$ cat config.mk
export PLATFORM = sky130hd
export DESIGN_NAME = io_led
export DESIGN_NICKNAME = d
export VERILOG_FILES = /design/src/common/fpga_sys_pkg.sv /design/src/hw/io_led.sv
export SDC_FILE = /design/constraint.sdc
export NUM_CORES = 1
export LEC_CHECK = 0
export BUFFER_PORTS_ARGS = -buffer_cell sky130_fd_sc_hd__buf_2
export CAP_MARGIN = 20
export CORE_MARGIN = 4
export CORE_UTILIZATION = 39
export CTS_CLUSTER_SIZE = 20
export DETAILED_ROUTE_END_ITERATION = 6
export PLACE_DENSITY = 0.92
export RECOVER_POWER = 50
export SYNTH_ARGS = -nofsm -noshare
export SYNTH_HDL_FRONTEND = slang
export SYNTH_SLANG_ARGS = --single-unit
$ cat constraint.sdc
create_clock -name i_clk -period 1.6 [get_ports i_clk]
set_clock_uncertainty 0.1 [all_clocks]
set_input_delay 0.08 -clock i_clk [delete_from_list [all_inputs] [get_ports i_clk]]
set_output_delay 0.08 -clock i_clk [all_outputs]
set_load 0.01 [all_outputs]
$ cat src/common/fpga_sys_pkg.sv
// fpga_sys_pkg
// shared widths, LED register map and memory command codes for the
// memory-access side of the RV32I FPGA system

package fpga_sys_pkg;

	// line path
	localparam int LINE_W = 128; // one cache line
	localparam int MASK_W = 16; // one mask bit per byte, set keeps old byte
	localparam int ADDR_W = 32; // byte address
	localparam int LINE_OFS = 4; // byte offset bits inside a line
	localparam int LINE_IDX_W = ADDR_W - LINE_OFS; // line index carried to memory

	// dma i/o register bus
	localparam int IO_AW = 14; // word address, byte bits 15:2
	localparam int IO_DW = 32;

	// rgb led registers
	localparam int LED_W = 3;
	localparam logic [IO_AW-1:0] LED_BASE = 14'h3f80; // four words from here

	// memory command
	typedef enum logic {
		CMD_READ = 1'b0,
		CMD_WRITE = 1'b1
	} cmd_e;

	// owner of a bus grant
	typedef enum logic {
		MST_UART = 1'b0,
		MST_DC = 1'b1
	} master_e;

endpackage

$ cat src/hw/io_led.sv
// io_led
// four rgb led registers on the dma i/o bus
// reads outside the led window pass the downstream chain data through

`timescale 1ns/100ps

module io_led (
	input logic i_clk,
	input logic i_rst_n,
	input logic i_dma_io_we,
	input logic [fpga_sys_pkg::IO_AW-1:0] i_dma_io_wadr,
	input logic [fpga_sys_pkg::IO_DW-1:0] i_dma_io_wdata,
	input logic [fpga_sys_pkg::IO_AW-1:0] i_dma_io_radr,
	input logic [fpga_sys_pkg::IO_DW-1:0] i_dma_io_rdata_in,
	output logic [fpga_sys_pkg::IO_DW-1:0] o_dma_io_rdata,
	output logic [fpga_sys_pkg::LED_W-1:0] o_rgb_led,
	output logic [fpga_sys_pkg::LED_W-1:0] o_rgb_led1,
	output logic [fpga_sys_pkg::LED_W-1:0] o_rgb_led2,
	output logic [fpga_sys_pkg::LED_W-1:0] o_rgb_led3
);

logic [fpga_sys_pkg::LED_W-1:0] led_q [0:3];
logic wr_hit;
logic rd_hit;
logic [fpga_sys_pkg::IO_DW-1:0] rdata_q;

// window is 4 words, LED_BASE word aligned to 4
assign wr_hit = i_dma_io_we &
	(i_dma_io_wadr[fpga_sys_pkg::IO_AW-1:2] == fpga_sys_pkg::LED_BASE[fpga_sys_pkg::IO_AW-1:2]);
assign rd_hit =
	(i_dma_io_radr[fpga_sys_pkg::IO_AW-1:2] == fpga_sys_pkg::LED_BASE[fpga_sys_pkg::IO_AW-1:2]);

always_ff @(posedge i_clk or negedge i_rst_n) begin
	if (!i_rst_n) begin
		for (int i = 0; i < 4; i++)
			led_q[i] <= '0; // leds off
	end else if (wr_hit) begin
		led_q[i_dma_io_wadr[1:0]] <= i_dma_io_wdata[fpga_sys_pkg::LED_W-1:0];
	end
end

// registered readback, chain data when not ours
always_ff @(posedge i_clk or negedge i_rst_n) begin
	if (!i_rst_n)
		rdata_q <= '0;
	else if (rd_hit)
		rdata_q <= {{(fpga_sys_pkg::IO_DW-fpga_sys_pkg::LED_W){1'b0}},
			led_q[i_dma_io_radr[1:0]]};
	else
		rdata_q <= i_dma_io_rdata_in;
end

assign o_dma_io_rdata = rdata_q;

assign o_rgb_led = led_q[0];
assign o_rgb_led1 = led_q[1];
assign o_rgb_led2 = led_q[2];
assign o_rgb_led3 = led_q[3];

endmodule

Word-level counts from Yosys, hierarchy flattened --
Cells that the tools add are included. Widths: inputs -> output; s select.
Word-level totals: register bits after elaboration 44, output and inout port bits 44, word-level logic and storage cells 21
Cells by class: order comparisons 3, eq/ne operators 2, multiplexer cells 7, bitwise logic cells 3, reduce and logical (&&, ||, !) cells 1
Operators by type and width (number):
- $mux 32 | 1
- $eq 12x12->1 const B | 2
- $bwmux 12 | 1
- $mux 3 | 3
- $bmux 3 s2 | 1
- $demux 3 s2 | 1
- $ge 3x3->1 const B | 2
- $not 2->3 | 2
- $lt 3x1->1 const B | 1
- $and 1x1->1 | 1
- $logic_and 1x1->1 | 1

Longest topological paths before layout --
word-level depth 6, gate-level depth with buffers 4, depth with buffers taken out 3

Worst setup path after synthesis --
No wires, ideal clock.
path type input port to flip-flop, from input i_dma_io_radr[3] in the netlist's numbering, to register rdata_q, in the netlist o_dma_io_rdata[2], setup time 0.127 ns, data arrival time 1.335 ns, data required time 1.373 ns, setup slack 0.038 ns, stages 4, cells stage by stage or4b_4 > nor3_4 > buf_4 > mux2_1
On the way: longest elaborated chain between the ends 2
RTL lines:
- from (decl) | line io_led.sv:13 | input logic [fpga_sys_pkg::IO_AW-1:0] i_dma_io_radr,
- $eq 12x12->1 | line io_led.sv:31 | (i_dma_io_radr[fpga_sys_pkg::IO_AW-1:2] == fpga_sys_pkg::LED_BASE[fpga_sys_pkg::IO_AW-1:2]);
- $mux 32 | line io_led.sv:46 | else if (rd_hit)
- to (signal assigned) | line io_led.sv:47 | rdata_q <= {{(fpga_sys_pkg::IO_DW-fpga_sys_pkg::LED_W){1'b0}},
- to (signal assigned) | line io_led.sv:50 | rdata_q <= i_dma_io_rdata_in;
- to (decl) | line io_led.sv:25 | logic [fpga_sys_pkg::IO_DW-1:0] rdata_q;
Every way passes these cells. A chain may end at the register's enable or synchronous reset.

Worst setup path in the final report --
from input i_dma_io_wadr[3] in the netlist's numbering, to register led_q, in the netlist o_rgb_led[2]
On the way: longest elaborated chain between the ends 2
RTL lines:
- from (decl) | line io_led.sv:11 | input logic [fpga_sys_pkg::IO_AW-1:0] i_dma_io_wadr,
- $eq 12x12->1 | line io_led.sv:29 | (i_dma_io_wadr[fpga_sys_pkg::IO_AW-1:2] == fpga_sys_pkg::LED_BASE[fpga_sys_pkg::IO_AW-1:2]);
- $and 1x1->1 | line io_led.sv:28 | assign wr_hit = i_dma_io_we &
- to (signal, indexed assignment) | line io_led.sv:38 | led_q[i_dma_io_wadr[1:0]] <= i_dma_io_wdata[fpga_sys_pkg::LED_W-1:0];
- to (decl) | line io_led.sv:22 | logic [fpga_sys_pkg::LED_W-1:0] led_q [0:3];
Every way passes these cells.

==> results.tsv <==
stage	metric	value	unit
routing	WL per Instance	15.4	µm
hold_path	Worst Hold Depth	3	
routing	drt first pass iters	4	
sta	slew margin rel.	0.626	
yosys	post-synthesis simple-gate area fraction	0.218	
yosys	Seq/Total Area, Yosys	0.635	
yosys	Gate Count Post-Synth	109	
sta	post-route setup TNS	0	ns
layout	# fillers	315	
placed_design	dpl ws	-0.125	ns
cts	CTS Buf Count	5	
sta	Worst Slack Setup Final	0.184	ns
routing	DR DRC count	0	
routing	Routed Antenna Nets	0	
layout	design area	2840	µm²
yosys	Cell Area, Synth	1730	µm²
layout	antenna fix cells	0	
grt	maximum number of pins on one net before global-route repair	24	
yosys	synthesized flop and latch total	44	
routing	Metal-1 WL	1790	µm
routing	Vias	1474	
yosys	Synth cell types	16	
cts	PostCTS Resize Cnt	0	
power	Max IR drop VDD	0.527	mV
sta	FMAX	706	MHz
cts	post-CTS setup buffers	0	
grt	initial antenna violation count	0	
routing	WL met3	429	µm
cts	H-tree depth	2	
power	P_leak	1.41	nW
die	effective utilization at floorplan	0.418	
yosys	mux cell area share after synthesis	0.136	
status	status	complete, no violations	
yosys	Post-Synth Adder-Cell Area	0	
die	Die Ht	74.7	µm
die	Die ar.	5570	µm²
grt	gr usage total	0.187	
yosys	Post-Synth XOR/XNOR Area	0	
grt	first-pass GRT wire length	7780	µm
die	Die X	74.7	µm
power	Power per Cell Area	761	nW/µm²
cts	clock sinks	44	
yosys	syn_nets	204	
cts	worst skew pair latency	0.28	ns
yosys	compound-gate portion of the synthesized area	0	
sta	final period utilization	0.885	
grt	grt total ovfl	0	
placed_design	Port Buffers	109	
grt	vias in the first global route	1690	
routing	initial DRC count	26	
layout	Register Area	1100	µm²
yosys	Synth Area per Inst	15.9	µm²
sta	worst hold margin	0.147	ns
worst_setup_path	R2R cell count	2	
worst_setup_path	critical path class	in -> reg	
cts	Clock Tree Buf Depth	2	
placed_design	DP Area	2420	µm²
sta	RSZ-0062 raised after global routing	no	
sta	Least-Margin Pin Slew	0.561	ns
sta	Setup Viol. Count Final	0	
flow_run	MaxCap Viol Count	0	
routing	highest routed metal layer	met4	
layout	fraction of layout cells with a size suffix above 1	0.434	
hold_path	Hold Crit Class	in -> reg	
worst_setup_path	crit-path max FO	4	
layout	footprint of the multi-input gates	614	µm²
routing	routed vias/inst	4.65	
layout	area delta synth->final	63.6	%
cts	CTS tree	done	
routing	met2 wire len	2600	µm
routing	final WL	4880	µm
yosys	YS warnings	0	
sta	min Tclk post-route	1.42	ns
worst_setup_path	critical path endpoint category	register	
worst_setup_path	Worst Path Required	1.67	ns
die	I/O Pins	139	
die	core area	4140	µm²
placed_design	GPL Wtd Cong	0.856	
placed_design	post-DP HPWL	3400	µm
worst_setup_path	Crit path arrival time	1.49	ns
cts	clock slew at reported path FFs	0.08	ns
layout	Layout Utilization	0.684	
cts	root buf cell	clkbuf_8	
layout	Final nets	361	
sta	Hold Vio Cnt, Final	0	
sta	max-slew violations	0	
yosys	largest family of logic cells by synthesized area	simple AND/OR/NAND/NOR gates	
worst_setup_path	crit start category	input pin	
die	Cell Rows	23	
worst paths after layout:
path / startpoint / end / slack [ns]
max: i_dma_io_wadr[3] / o_rgb_led[2] / 0.18
min: i_dma_io_radr[1] / o_dma_io_rdata[2] / 0.15
max reg2reg: o_rgb_led3[2] / o_dma_io_rdata[2] / 0.20
min reg2reg: o_rgb_led1[2] / o_rgb_led1[2] / 0.45
max in group asynchronous: i_rst_n / o_dma_io_rdata[22] / 0.67
min in group asynchronous: i_rst_n / o_dma_io_rdata[31] / 0.21
state kept, by name (all words and copies together) (netlist names):
register / cells
o_dma_io_rdata: 32
o_rgb_led3: 3
o_rgb_led2: 3
o_rgb_led: 3
o_rgb_led1: 3
per-stage QoR:
step                      cells  power, W
after floorplan             109   0.00126
after global placement      273   0.00141
after detailed placement    273   0.00142
after CTS                   317   0.00219
after global routing        317   0.00227
final                       317   0.00216
area by class of cell:
class	count	area share
clock inverter	1	0.00265
tap	50	0.0221
multi-input combinational	62	0.217
timing repair buffer	153	0.340
sequential	44	0.388
clock buffer	7	0.0305
Yosys cell counts:
cell type	instances	area, µm²
or4_4	1	11.3
nand4_1	1	6.26
or4b_1	1	10.0
buf_2	2	10.0
dfrtp_1	44	1100
nor3_4	1	16.3
nor4_4	4	85.1
mux2_2	14	158
mux4_2	3	67.6
mux2_1	1	11.3
buf_4	1	7.51
nand3_1	1	5.00
or4bb_1	2	22.5
nand4b_1	3	26.3
nor2b_1	29	181
or4b_4	1	13.8
logic make-up after synthesis:
| family | Yosys count |
|---|---|
| flip-flops | 44 |
| AND/OR/NAND/NOR | 44 |
| multiplexers | 18 |
| buffers and inverters | 3 |
power by group:
group / switching [W] / leakage, nW / internal [W]
clock: 0.000351 / 0.0445 / 0.000351
combinational: 0.000125 / 0.820 / 0.000167
sequential: 0.0000112 / 0.541 / 0.00115
worst max-delay path, stage by stage:
cell	delay, ns
buf_2	0.10
or4_4	0.60
nor4_4	0.32
mux2_2	0.38
metal layers:
layer  global-route usage  vias to the layer above
li1                     -                      691
met1                0.200                      704
met2                0.355                       73
met3               0.0494                        6
met4               0.0573                        0
met5                    0                        -
cell usage in the layout (no fill, tap or decap), drive strengths merged:
master	count
mux4	3
nand3	1
nand4	1
clkinvlp	1
nor4	4
nand4b	3
or4	1
buf	84
or4b	2
mux2	15
nor2b	29
clkbuf	40
dlygate4sd3	36
or4bb	2
nor3	1
dfrtp	44
what timing repair did:
action	CTS	global route
hold buffers	36	0
endpoints found under the hold margin	65	0
setup endpoints to repair	0	0
(Power assumes the default switching activity.)
