`config.mk`:
```
export PLATFORM = sky130hd
export DESIGN_NAME = bus_arbiter
export DESIGN_NICKNAME = d
export VERILOG_FILES = /design/src/common/fpga_sys_pkg.sv /design/src/hw/axi_bus/bus_arbiter.sv
export SDC_FILE = /design/constraint.sdc
export NUM_CORES = 1
export LEC_CHECK = 0
export BUFFER_PORTS_ARGS = -buffer_cell sky130_fd_sc_hd__buf_4
export CORE_AREA = 10 10 373 375
export CTS_BUF_LIST = sky130_fd_sc_hd__clkbuf_16
export DETAILED_ROUTE_END_ITERATION = 8
export DIE_AREA = 0 0 383 385
export GPL_ROUTABILITY_DRIVEN = 0
export RECOVER_POWER = 25
export SYNTH_ARGS = -nofsm -noshare
export SYNTH_HDL_FRONTEND = slang
export SYNTH_SLANG_ARGS = --single-unit
export TNS_END_PERCENT = 30
```
`constraint.sdc`:
```
create_clock -name i_clk -period 1.35 [get_ports i_clk]
set_clock_uncertainty 0.05 [all_clocks]
set_input_delay 0.135 -clock i_clk [delete_from_list [all_inputs] [get_ports i_clk]]
set_output_delay 0.135 -clock i_clk [all_outputs]
set_load 0.02 [all_outputs]
```
`src/common/fpga_sys_pkg.sv`:
```
// fpga_sys_pkg
// shared widths, LED register map and memory command codes for the
// memory-access side of the RV32I FPGA system

package fpga_sys_pkg;

	// line path
	localparam int LINE_W = 128; // one cache line
	localparam int MASK_W = 16; // one mask bit per byte, set keeps old byte
	localparam int ADDR_W = 32; // byte address
	localparam int LINE_OFS = 4; // byte offset bits inside a line
	localparam int LINE_IDX_W = ADDR_W - LINE_OFS; // line index carried to memory

	// dma i/o register bus
	localparam int IO_AW = 14; // word address, byte bits 15:2
	localparam int IO_DW = 32;

	// rgb led registers
	localparam int LED_W = 3;
	localparam logic [IO_AW-1:0] LED_BASE = 14'h3f80; // four words from here

	// memory command
	typedef enum logic {
		CMD_READ = 1'b0,
		CMD_WRITE = 1'b1
	} cmd_e;

	// owner of a bus grant
	typedef enum logic {
		MST_UART = 1'b0,
		MST_DC = 1'b1
	} master_e;

endpackage

```
`src/hw/axi_bus/bus_arbiter.sv`:
```
// bus_arbiter
// serializes the uart loader and dcache line masters onto one memory
// command port. strobes are latched per master, ties go round robin,
// and each done pulse is routed back to the master that owns the grant

`timescale 1ns/100ps

module bus_arbiter (
	input logic i_clk,
	input logic i_rst_n,
	// uart loader master
	input logic i_uart_wstart_rq,
	input logic i_uart_rstart_rq,
	input logic [fpga_sys_pkg::ADDR_W-1:0] i_uart_win_addr,
	input logic [fpga_sys_pkg::ADDR_W-1:0] i_uart_rin_addr,
	input logic [fpga_sys_pkg::LINE_W-1:0] i_uart_in_wdata,
	input logic [fpga_sys_pkg::MASK_W-1:0] i_uart_in_mask,
	output logic o_uart_finish_wresp,
	output logic o_uart_finish_mrd,
	output logic o_uart_rdat_m_valid,
	output logic [fpga_sys_pkg::LINE_W-1:0] o_uart_rdat_m_data,
	// dcache refill / write-back master
	input logic i_dc_wstart_rq,
	input logic i_dc_rstart_rq,
	input logic [fpga_sys_pkg::ADDR_W-1:0] i_dc_win_addr,
	input logic [fpga_sys_pkg::ADDR_W-1:0] i_dc_rin_addr,
	input logic [fpga_sys_pkg::LINE_W-1:0] i_dc_in_wdata,
	input logic [fpga_sys_pkg::MASK_W-1:0] i_dc_in_mask,
	output logic o_dc_finish_wresp,
	output logic o_dc_finish_mrd,
	output logic o_dc_rdat_m_valid,
	output logic [fpga_sys_pkg::LINE_W-1:0] o_dc_rdat_m_data,
	output logic o_dc_rqfull,
	// memory command port
	output logic o_cmd_valid,
	output fpga_sys_pkg::cmd_e o_cmd_type,
	output logic [fpga_sys_pkg::LINE_IDX_W-1:0] o_cmd_line,
	output logic [fpga_sys_pkg::LINE_W-1:0] o_cmd_wdata,
	output logic [fpga_sys_pkg::MASK_W-1:0] o_cmd_mask,
	input logic i_wr_done,
	input logic i_rd_valid,
	input logic [fpga_sys_pkg::LINE_W-1:0] i_rd_data
);

logic uart_pend; // uart request waiting for a grant
logic dc_pend;
fpga_sys_pkg::cmd_e uart_type;
fpga_sys_pkg::cmd_e dc_type;
logic busy; // one command in flight
fpga_sys_pkg::master_e owner; // current grant, also the last one served
fpga_sys_pkg::master_e gnt;
logic [fpga_sys_pkg::ADDR_W-1:0] gnt_addr;
logic dc_out; // dc request outstanding
logic uart_sel;
logic dc_sel;

// request latches, one per master
always_ff @(posedge i_clk or negedge i_rst_n) begin
	if (!i_rst_n) begin
		uart_pend <= 1'b0;
		uart_type <= fpga_sys_pkg::CMD_READ;
		dc_pend <= 1'b0;
		dc_type <= fpga_sys_pkg::CMD_READ;
	end else begin
		if (i_uart_wstart_rq | i_uart_rstart_rq) begin
			uart_pend <= 1'b1;
			uart_type <= i_uart_wstart_rq ? fpga_sys_pkg::CMD_WRITE : fpga_sys_pkg::CMD_READ;
		end else if (o_cmd_valid & (gnt == fpga_sys_pkg::MST_UART)) begin
			uart_pend <= 1'b0; // handed to memory
		end
		if (i_dc_wstart_rq | i_dc_rstart_rq) begin
			dc_pend <= 1'b1;
			dc_type <= i_dc_wstart_rq ? fpga_sys_pkg::CMD_WRITE : fpga_sys_pkg::CMD_READ;
		end else if (o_cmd_valid & (gnt == fpga_sys_pkg::MST_DC)) begin
			dc_pend <= 1'b0;
		end
	end
end

// round robin, the master not served last wins a tie
always_comb begin
	if (uart_pend & dc_pend)
		gnt = (owner == fpga_sys_pkg::MST_UART) ? fpga_sys_pkg::MST_DC : fpga_sys_pkg::MST_UART;
	else if (dc_pend)
		gnt = fpga_sys_pkg::MST_DC;
	else
		gnt = fpga_sys_pkg::MST_UART;
end

assign o_cmd_valid = ~busy & (uart_pend | dc_pend);

// command fields from the granted master's held inputs
always_comb begin
	if (gnt == fpga_sys_pkg::MST_DC) begin
		o_cmd_type = dc_type;
		gnt_addr = (dc_type == fpga_sys_pkg::CMD_WRITE) ? i_dc_win_addr : i_dc_rin_addr;
		o_cmd_wdata = i_dc_in_wdata;
		o_cmd_mask = i_dc_in_mask;
	end else begin
		o_cmd_type = uart_type;
		gnt_addr = (uart_type == fpga_sys_pkg::CMD_WRITE) ? i_uart_win_addr : i_uart_rin_addr;
		o_cmd_wdata = i_uart_in_wdata;
		o_cmd_mask = i_uart_in_mask;
	end
end

assign o_cmd_line = gnt_addr[fpga_sys_pkg::ADDR_W-1:fpga_sys_pkg::LINE_OFS]; // drop byte offset

// grant state
always_ff @(posedge i_clk or negedge i_rst_n) begin
	if (!i_rst_n) begin
		busy <= 1'b0;
		owner <= fpga_sys_pkg::MST_DC; // uart wins the first tie
	end else if (o_cmd_valid) begin
		busy <= 1'b1;
		owner <= gnt;
	end else if (i_wr_done | i_rd_valid) begin
		busy <= 1'b0;
	end
end

// dc request full flag, held through the finish cycle
always_ff @(posedge i_clk or negedge i_rst_n) begin
	if (!i_rst_n)
		dc_out <= 1'b0;
	else if (i_dc_wstart_rq | i_dc_rstart_rq)
		dc_out <= 1'b1;
	else if (o_dc_finish_wresp | o_dc_finish_mrd)
		dc_out <= 1'b0;
end

assign o_dc_rqfull = dc_out;

// completion steering
assign uart_sel = busy & (owner == fpga_sys_pkg::MST_UART);
assign dc_sel = busy & (owner == fpga_sys_pkg::MST_DC);

assign o_uart_finish_wresp = i_wr_done & uart_sel;
assign o_uart_finish_mrd = i_rd_valid & uart_sel;
assign o_uart_rdat_m_valid = i_rd_valid & uart_sel; // pairs with finish_mrd
assign o_uart_rdat_m_data = uart_sel ? i_rd_data : '0;

assign o_dc_finish_wresp = i_wr_done & dc_sel;
assign o_dc_finish_mrd = i_rd_valid & dc_sel;
assign o_dc_rdat_m_valid = i_rd_valid & dc_sel;
assign o_dc_rdat_m_data = dc_sel ? i_rd_data : '0;

endmodule

```
* Word level (Yosys, flattened, before mapping)
Index checks and enable logic that the tools add are counted.
Widths: inputs -> output; s select.
** Word-level totals
- Flip-flop bits (word level) :: 7
- Word-level logic and storage cells :: 50
** Cells by class
- Mux-type cells :: 21
- Bitwise operators :: 18
- Reductions and logical operators :: 4
** Operators with widths (count)
- $mux 128 :: 3
- $mux 32 :: 3
- $mux 16 :: 1
- $mux 1 :: 14
- $and 1x1->1 :: 10
- $reduce_bool 2->1 :: 4
- $or 1x1->1 :: 5
- $not 1->1 :: 3

* Logic depth before layout (Yosys ltp)
Gate-level depths: netlist of run 1.
- Depth after elaboration :: 6
- Mapped depth :: 6
- Mapped depth without buffers :: 3

* Least setup slack after synthesis of run 1
No wires, ideal clock.
- Path type :: register -> output
- Start point :: register owner
- End point :: output o_cmd_line[10] (netlist bit)
- Arrival time :: 1.487 ns
- Data required time :: 1.165 ns
- Path slack :: -0.322 ns
- Cell stages (with the launch flop) :: 7
- Path buffers :: 4
- Cell sequence :: dfstp_2 buf_6 a21boi_4 buf_6 buf_4 buf_4 a21oi_1
** On the way
- Word-level cells in the longest chain between the ends :: 3
** RTL lines
- from (decl) :: line bus_arbiter.sv:50 : fpga_sys_pkg::master_e owner;
- from (signal assigned) :: line bus_arbiter.sv:113 : owner <= fpga_sys_pkg::MST_DC;
- from (signal assigned) :: line bus_arbiter.sv:116 : owner <= gnt;
- $mux 1 :: line bus_arbiter.sv:83 : gnt = (owner == fpga_sys_pkg::MST_UART) ? fpga_sys_pkg::MST_DC : fpga_sys_pkg::MST_UART;
- $mux 1 :: line bus_arbiter.sv:82 : if (uart_pend & dc_pend)
- $mux 32 :: line bus_arbiter.sv:94 : if (gnt == fpga_sys_pkg::MST_DC) begin
- to (decl) :: line bus_arbiter.sv:37 : output logic [fpga_sys_pkg::LINE_IDX_W-1:0] o_cmd_line,
No other way between the ends.

* Worst setup path in the final report of run 1
- Start point :: register owner
- End point :: output o_cmd_wdata[96] (netlist bit)
** On the way
- Word-level cells in the longest chain between the ends :: 3
** RTL lines
- $mux 1 :: line bus_arbiter.sv:83
- $mux 1 :: line bus_arbiter.sv:82
- $mux 128 :: line bus_arbiter.sv:94
- to (decl) :: line bus_arbiter.sv:38 : output logic [fpga_sys_pkg::LINE_W-1:0] o_cmd_wdata,
No other way between the ends.

==> metrics, run 1 <==
Max Clk Rate 0.476 GHz; Pwr Density 1910 nW/µm²; TNS Setup -269790 ps; post-synthesis xor/xnor area fraction 0%; Layout fillers 15.3k; fin crit period 2100 ps; Switching Share 55.9%; Worst EP arrival 1920 ps; Post-synth EDFFs 0; Max-cap violations 0; CTS Buf Count 3; H-tree depth 1; CTS clk-pin slew, worst paths 60 ps; crit path launch type flop; Slew Limit Fails 0; share of cells above drive strength 1 84.0%; post-synthesis simple-gate area fraction 38.0%; Avg Cell Area, Syn 7.74 µm²; IO Port Bufs 972; adder-cell share of the synthesized area 0%; overall power 30500 µW; Post-Synthesis Net Count 1174; vias per cell 3.03; status complete, but fails checks; Critical Path RT 1160 ps; die area 147000 µm²; failing checks negative setup slack; Die Y 385 µm; post-synthesis cell type count 24; hold_sp i_dc_wstart_rq; asr flop ratio synth 100%; Comb power frac 97.0%; clk sinks 7; most frequent cells in the layout 981 x buf_4, 130 x and3_1, 121 x mux2_2; largest area contributor in the netlist mux2_2; clock insertion delay at the later pin of the skew report 250 ps; synth top area cells mux2_2 32%, and2_1 17%, and3_1 17%; crit path from owner; Syn Inst Count 622; CP endpoint kind primary output; Cell Int Power 13500 µW; Final period util 156%; final worst-path setup slack -752 ps; top cell type's share of synthesized area 31.8%; pin slew with the least headroom to its limit 658 ps; reg-to-reg startpoint owner; Final ANT Viol Nets 0; pin count of the biggest net entering global routing 100; Hold Path Class input pin to flop; number of DRC markers in iteration 0 850; via count 10.3k; Area growth syn-to-layout 232%; switching power total 17100 µW; Detail Placement HPWL 114 mm; drt pass-1 iters 5; Ys Warns 0; Setup CP Type flop to primary output; Die Span X 383 µm; peak supply drop 0.000734 V; CP max FO 9; Top FF cell, synth dfrtp_1; Syn Std Cell Area 4810 µm²; final wirelength 121 mm; main combinational cell family by area after synthesis multiplexers; io pins 989; CTS max path bufs 2; WHS 17.1 ps; worst hold path depth 2; # rows 133; Seq/Total Area, Yosys 3.66%; root buf cell clkbuf_16; sequential fraction of design power 1.1%; final core occ 12.2%; Static Leak 0.00789 µW; Final Hold Vio Count 0; initial antenna violation count 135; post-synthesis mux area share 40.0%; worst r2r path cells 4; Synth Area in Compound Gates 8.78%; register area 189 µm²; Core Area 131000 µm²; Relative slew margins 56.1%; # setup viols final 440; grt total ovfl 0; total global-route track usage 15.2%; commonest non-fill, non-tap cell in the layout buf_4; area of the multi-input gates 4950 µm²; first-pass GRT wire length 141 mm; Residual DRC 0; synthesized flop and latch total 7; TritonCTS clock tree built; RSZ-0062 raised after global routing true; Clk pwr share 1.9%; Layout Nets 2163; Initial Util 3.67%; vias in the first global route 9751; routed length per instance 35.9 µm
==> registers in the layout, summed over array words and instances, names as in the netlist <==
name and cells:
dc_type 1, busy 1, uart_type 1, dc_pend 1, owner 1, o_dc_rqfull 1
uart_pend 1
==> cells by family (layout without fill, tap and decap cells) <==
logic type | after synthesis | in the layout
AO/OA/AOI/OAI | 65 | 65
buffers and inverters | 81 | 1069
flip-flops | 7 | 7
multiplexers | 174 | 174
other | 0 | 19
AND/OR/NAND/NOR | 295 | 295
==> worst paths after layout <==
check	end	slack (ps)
hold / removal	dc_type	20
max in group asynchronous	uart_type	360
setup / recovery	o_cmd_wdata[96]	-750
min in group asynchronous	dc_type	370
setup reg to reg	uart_pend	-300
hold reg to reg	o_dc_rqfull	490
==> stage by stage <==
step | instance area [µm²] | setup WS (ps) | instances
6_report | 16000 | -752 | 3384
4_1_cts | 15700 | -816 | 3364
3_5_place_dp | 15300 | -617 | 3347
2_1_floorplan | 5560 | -189 | 622
5_1_grt | 15900 | -792 | 3367
3_3_place_gp | 15300 | -619 | 3347
==> power by group through the flow <==
stage               Combinational, µW  Sequential, µW  Clock, µW
floorplan                       14600             301          0
global placement                28100             358          0
detailed placement              28200             360          0
CTS                             29300             358        574
global route                    30500             362        597
finish                          29600             347        571
==> cell usage after synthesis (all sizes together), types with 2 or more instances <==
cell type,count
nand2,2
a211oi,28
a21oi,29
nor2b,28
buf,35
o21ai,2
a21o,3
dfrtp,6
nor2,4
and2,130
inv,3
clkbuf,43
mux2,146
mux2i,28
and3,130
==> per-layer routing <==
metal	global-route usage [%]	wire, µm	vias to the layer above
met4	1.94	2790	168
met2	25.0	55100	816
met1	16.7	43000	4814
met5	0	1060	-
li1	-	-	4184
met3	10.1	19500	278
==> final cells by class <==
class	count	share of cell area (%)
well taps	1755	13.8
flip-flops and latches	7	1.18
multi-input cells	534	31.0
clock inverters	1	0.0235
clock buffers	3	0.470
diodes	19	0.298
repair buffers	1062	53.2
inverters	3	0.0705
==> critical path, stage by stage, from the launching register on <==
cell and delay (ps):
dfstp_4 470, a21boi_4 170, buf_4 160, buf_12 150, buf_12 160, mux2_2 360
buf_4 180
==> timing repair <==
| action | 4_1_cts | 5_1_grt |
|---|---|---|
| cloned | 2 | 1 |
| endpoints found under the hold margin | 7 | 0 |
| endpoints found under the setup margin | 440 | 440 |
| hold buffers | 1 | 0 |
| pin swaps | 2 | 2 |
| buffers inserted | 10 | 2 |
| resized for setup | 48 | 58 |
No activity file was read; power rests on OpenSTA's default activity.
==> inputs of run 2 (changes only) <==
--- a/config.mk
+++ b/config.mk
@@ -11,6 +11,7 @@
 export DETAILED_ROUTE_END_ITERATION = 8
 export DIE_AREA = 0 0 383 385
 export GPL_ROUTABILITY_DRIVEN = 0
+export HOLD_SLACK_MARGIN = 0.15
 export RECOVER_POWER = 25
 export SYNTH_ARGS = -nofsm -noshare
 export SYNTH_HDL_FRONTEND = slang
==> run 2 against run 1 <==
Effect of this change: the flow still finishes with violations (negative setup slack); largest cell class unchanged; setup slack got worse by 3.1 ps; critical endpoint is now o_cmd_line[1]; power barely moved; clock-buffer cell count did not move; register-to-register slack barely moved; final cell count rose by 0.15%.
==> metrics, run 2 (same netlist as run 1, synthesis figures left out) <==
fin crit period 2100 ps (+3.12 ps); final worst-path setup slack -755 ps (-3.13 ps); reg-to-reg startpoint owner; Critical Path RT 1160 ps (about the same); Residual DRC 0 (unchanged); CTS Buf Count 3 (unchanged); CTS max path bufs 2 (unchanged); Core Area 131000 µm² (unchanged); most frequent cells in the layout 981 x buf_4, 130 x and3_1, 121 x mux2_2; Worst EP arrival 1920 ps (about the same); Comb power frac 97.1% (about the same); worst r2r path cells 4 (unchanged); Clk pwr share 1.8% (about the same); placed cells 3347 (unchanged); status complete, but fails checks; RR Endpoint uart_pend; WHS 353 ps (+336 ps); Die Y 385 µm (unchanged); pin count of the biggest net entering global routing 100 (unchanged); vias per cell 3.05 (+0.60%); Hold Path Class input pin to flop; TNS Setup -269020 ps (+769 ps); # rows 133 (unchanged); # setup viols final 440 (unchanged); RSZ-0062 raised after global routing true; pin slew with the least headroom to its limit 633 ps (-25.0 ps); Switching Share 55.9% (about the same); crit path from owner; Final period util 156% (+0.23 points); Die Span X 383 µm (unchanged); routed length per instance 35.8 µm (-0.17%); H-tree depth 1 (unchanged); root buf cell clkbuf_16; first-pass GRT wire length 141 mm (about the same); Cell Int Power 13500 µW (about the same); Pwr Density 1910 nW/µm² (-0.32%); crit path launch type flop; CTS clk-pin slew, worst paths 50 ps (about the same); Layout Nets 2167 (+0.18%); via count 10.3k (+0.75%); Area growth syn-to-layout 232%; clk sinks 7 (unchanged); Static Leak 0.00791 µW (+0.21%); switching power total 17000 µW (-0.14%); FF-to-FF setup slack -310 ps (about the same); vias in the first global route 9782 (+0.32%); sequential fraction of design power 1.1% (about the same); failing checks negative setup slack; hold_sp i_rd_valid; commonest non-fill, non-tap cell in the layout buf_4; Detail Placement HPWL 114 mm (unchanged); number of DRC markers in iteration 0 883 (+3.9%); Relative slew margins 57.8% (+1.7 points); Max-cap violations 0 (unchanged); peak supply drop 0.000730 V (-0.53%); initial antenna violation count 134 (-0.74%); IO Port Bufs 972 (unchanged); pre-CTS setup slack -617 ps (unchanged); CP endpoint kind primary output; clock insertion delay at the later pin of the skew report 240 ps (about the same); Critical Path Sink o_cmd_line[1]; total global-route track usage 15.2% (about the same); Finished Layout Cells 3389 (+0.15%); Initial Util 3.67% (unchanged); Final Hold Vio Count 0 (unchanged); CP max FO 9 (unchanged); die area 147000 µm² (unchanged); Setup CP Type flop to primary output; final wirelength 121 mm (about the same); placed instance area 15300 µm² (unchanged); io pins 989 (unchanged); Final ANT Viol Nets 0 (unchanged); Max Clk Rate 0.475 GHz (-0.15%); drt pass-1 iters 5 (unchanged); final instance area 16000 µm² (+0.27%); Slew Limit Fails 0 (unchanged); share of cells above drive strength 1 83.8% (-0.21 points); TritonCTS clock tree built; grt total ovfl 0 (unchanged)
[run 2: worst max-delay path: stages (launching register included)]
cell      delay (ps)
dfstp_4          620
a21boi_4          60
buf_4            150
buf_12           150
buf_8            150
a21oi_2          340
buf_6            180
[run 2: repair_timing]
item / 4_1_cts / 5_1_grt
pin swaps: 2 / 2
cloned: 2 / 1
resized for setup: 48 / 58
hold buffers: 5 / 0
buffers inserted: 10 / 2
hold endpoints to repair: 10 / 0
endpoints found under the setup margin: 440 / 440
[run 2: final cells by class]
class                   instances  area [µm²]
diodes                         20        50.0
clock buffers                   3        75.1
clock inverters                 1        3.75
fillers                     15261      115000
inverters                       3        11.3
multi-input cells             534        4950
flip-flops and latches          7         189
well taps                    1755        2200
repair buffers               1066        8530
[run 2: power groups by stage]
stage,sequential (µW),clock [µW],combinational (µW)
final,349,540,29600
after global routing,362,589,30500
after CTS,358,574,29300
after detailed placement,360,0,28200
after global placement,358,0,28100
after floorplan,301,0,14600
[run 2: how the worst min path moves through the flow]
stage / to / cells after the start
floorplan: busy / 0
global placement: dc_type / 1
detailed placement: dc_type / 1
CTS: dc_type / 2
global route: busy / 4
finish: busy / 4
[run 2: metrics by stage]
stage          total power (µW)  utilization (%)
2_1_floorplan             14900                -
4_1_cts                   30200             12.0
3_3_place_gp              28400             11.6
5_1_grt                   31400             12.2
3_5_place_dp              28500             11.6
6_report                  30500             12.2
[run 2: per-layer routing]
| metal | track usage (%) | vias up | routed length [µm] |
|---|---|---|---|
| li1 | - | 4193 | - |
| met1 | 16.7 | 4875 | 42900 |
| met2 | 25.0 | 829 | 55000 |
| met3 | 10.1 | 276 | 19700 |
| met4 | 1.94 | 164 | 2860 |
| met5 | 0 | - | 1010 |
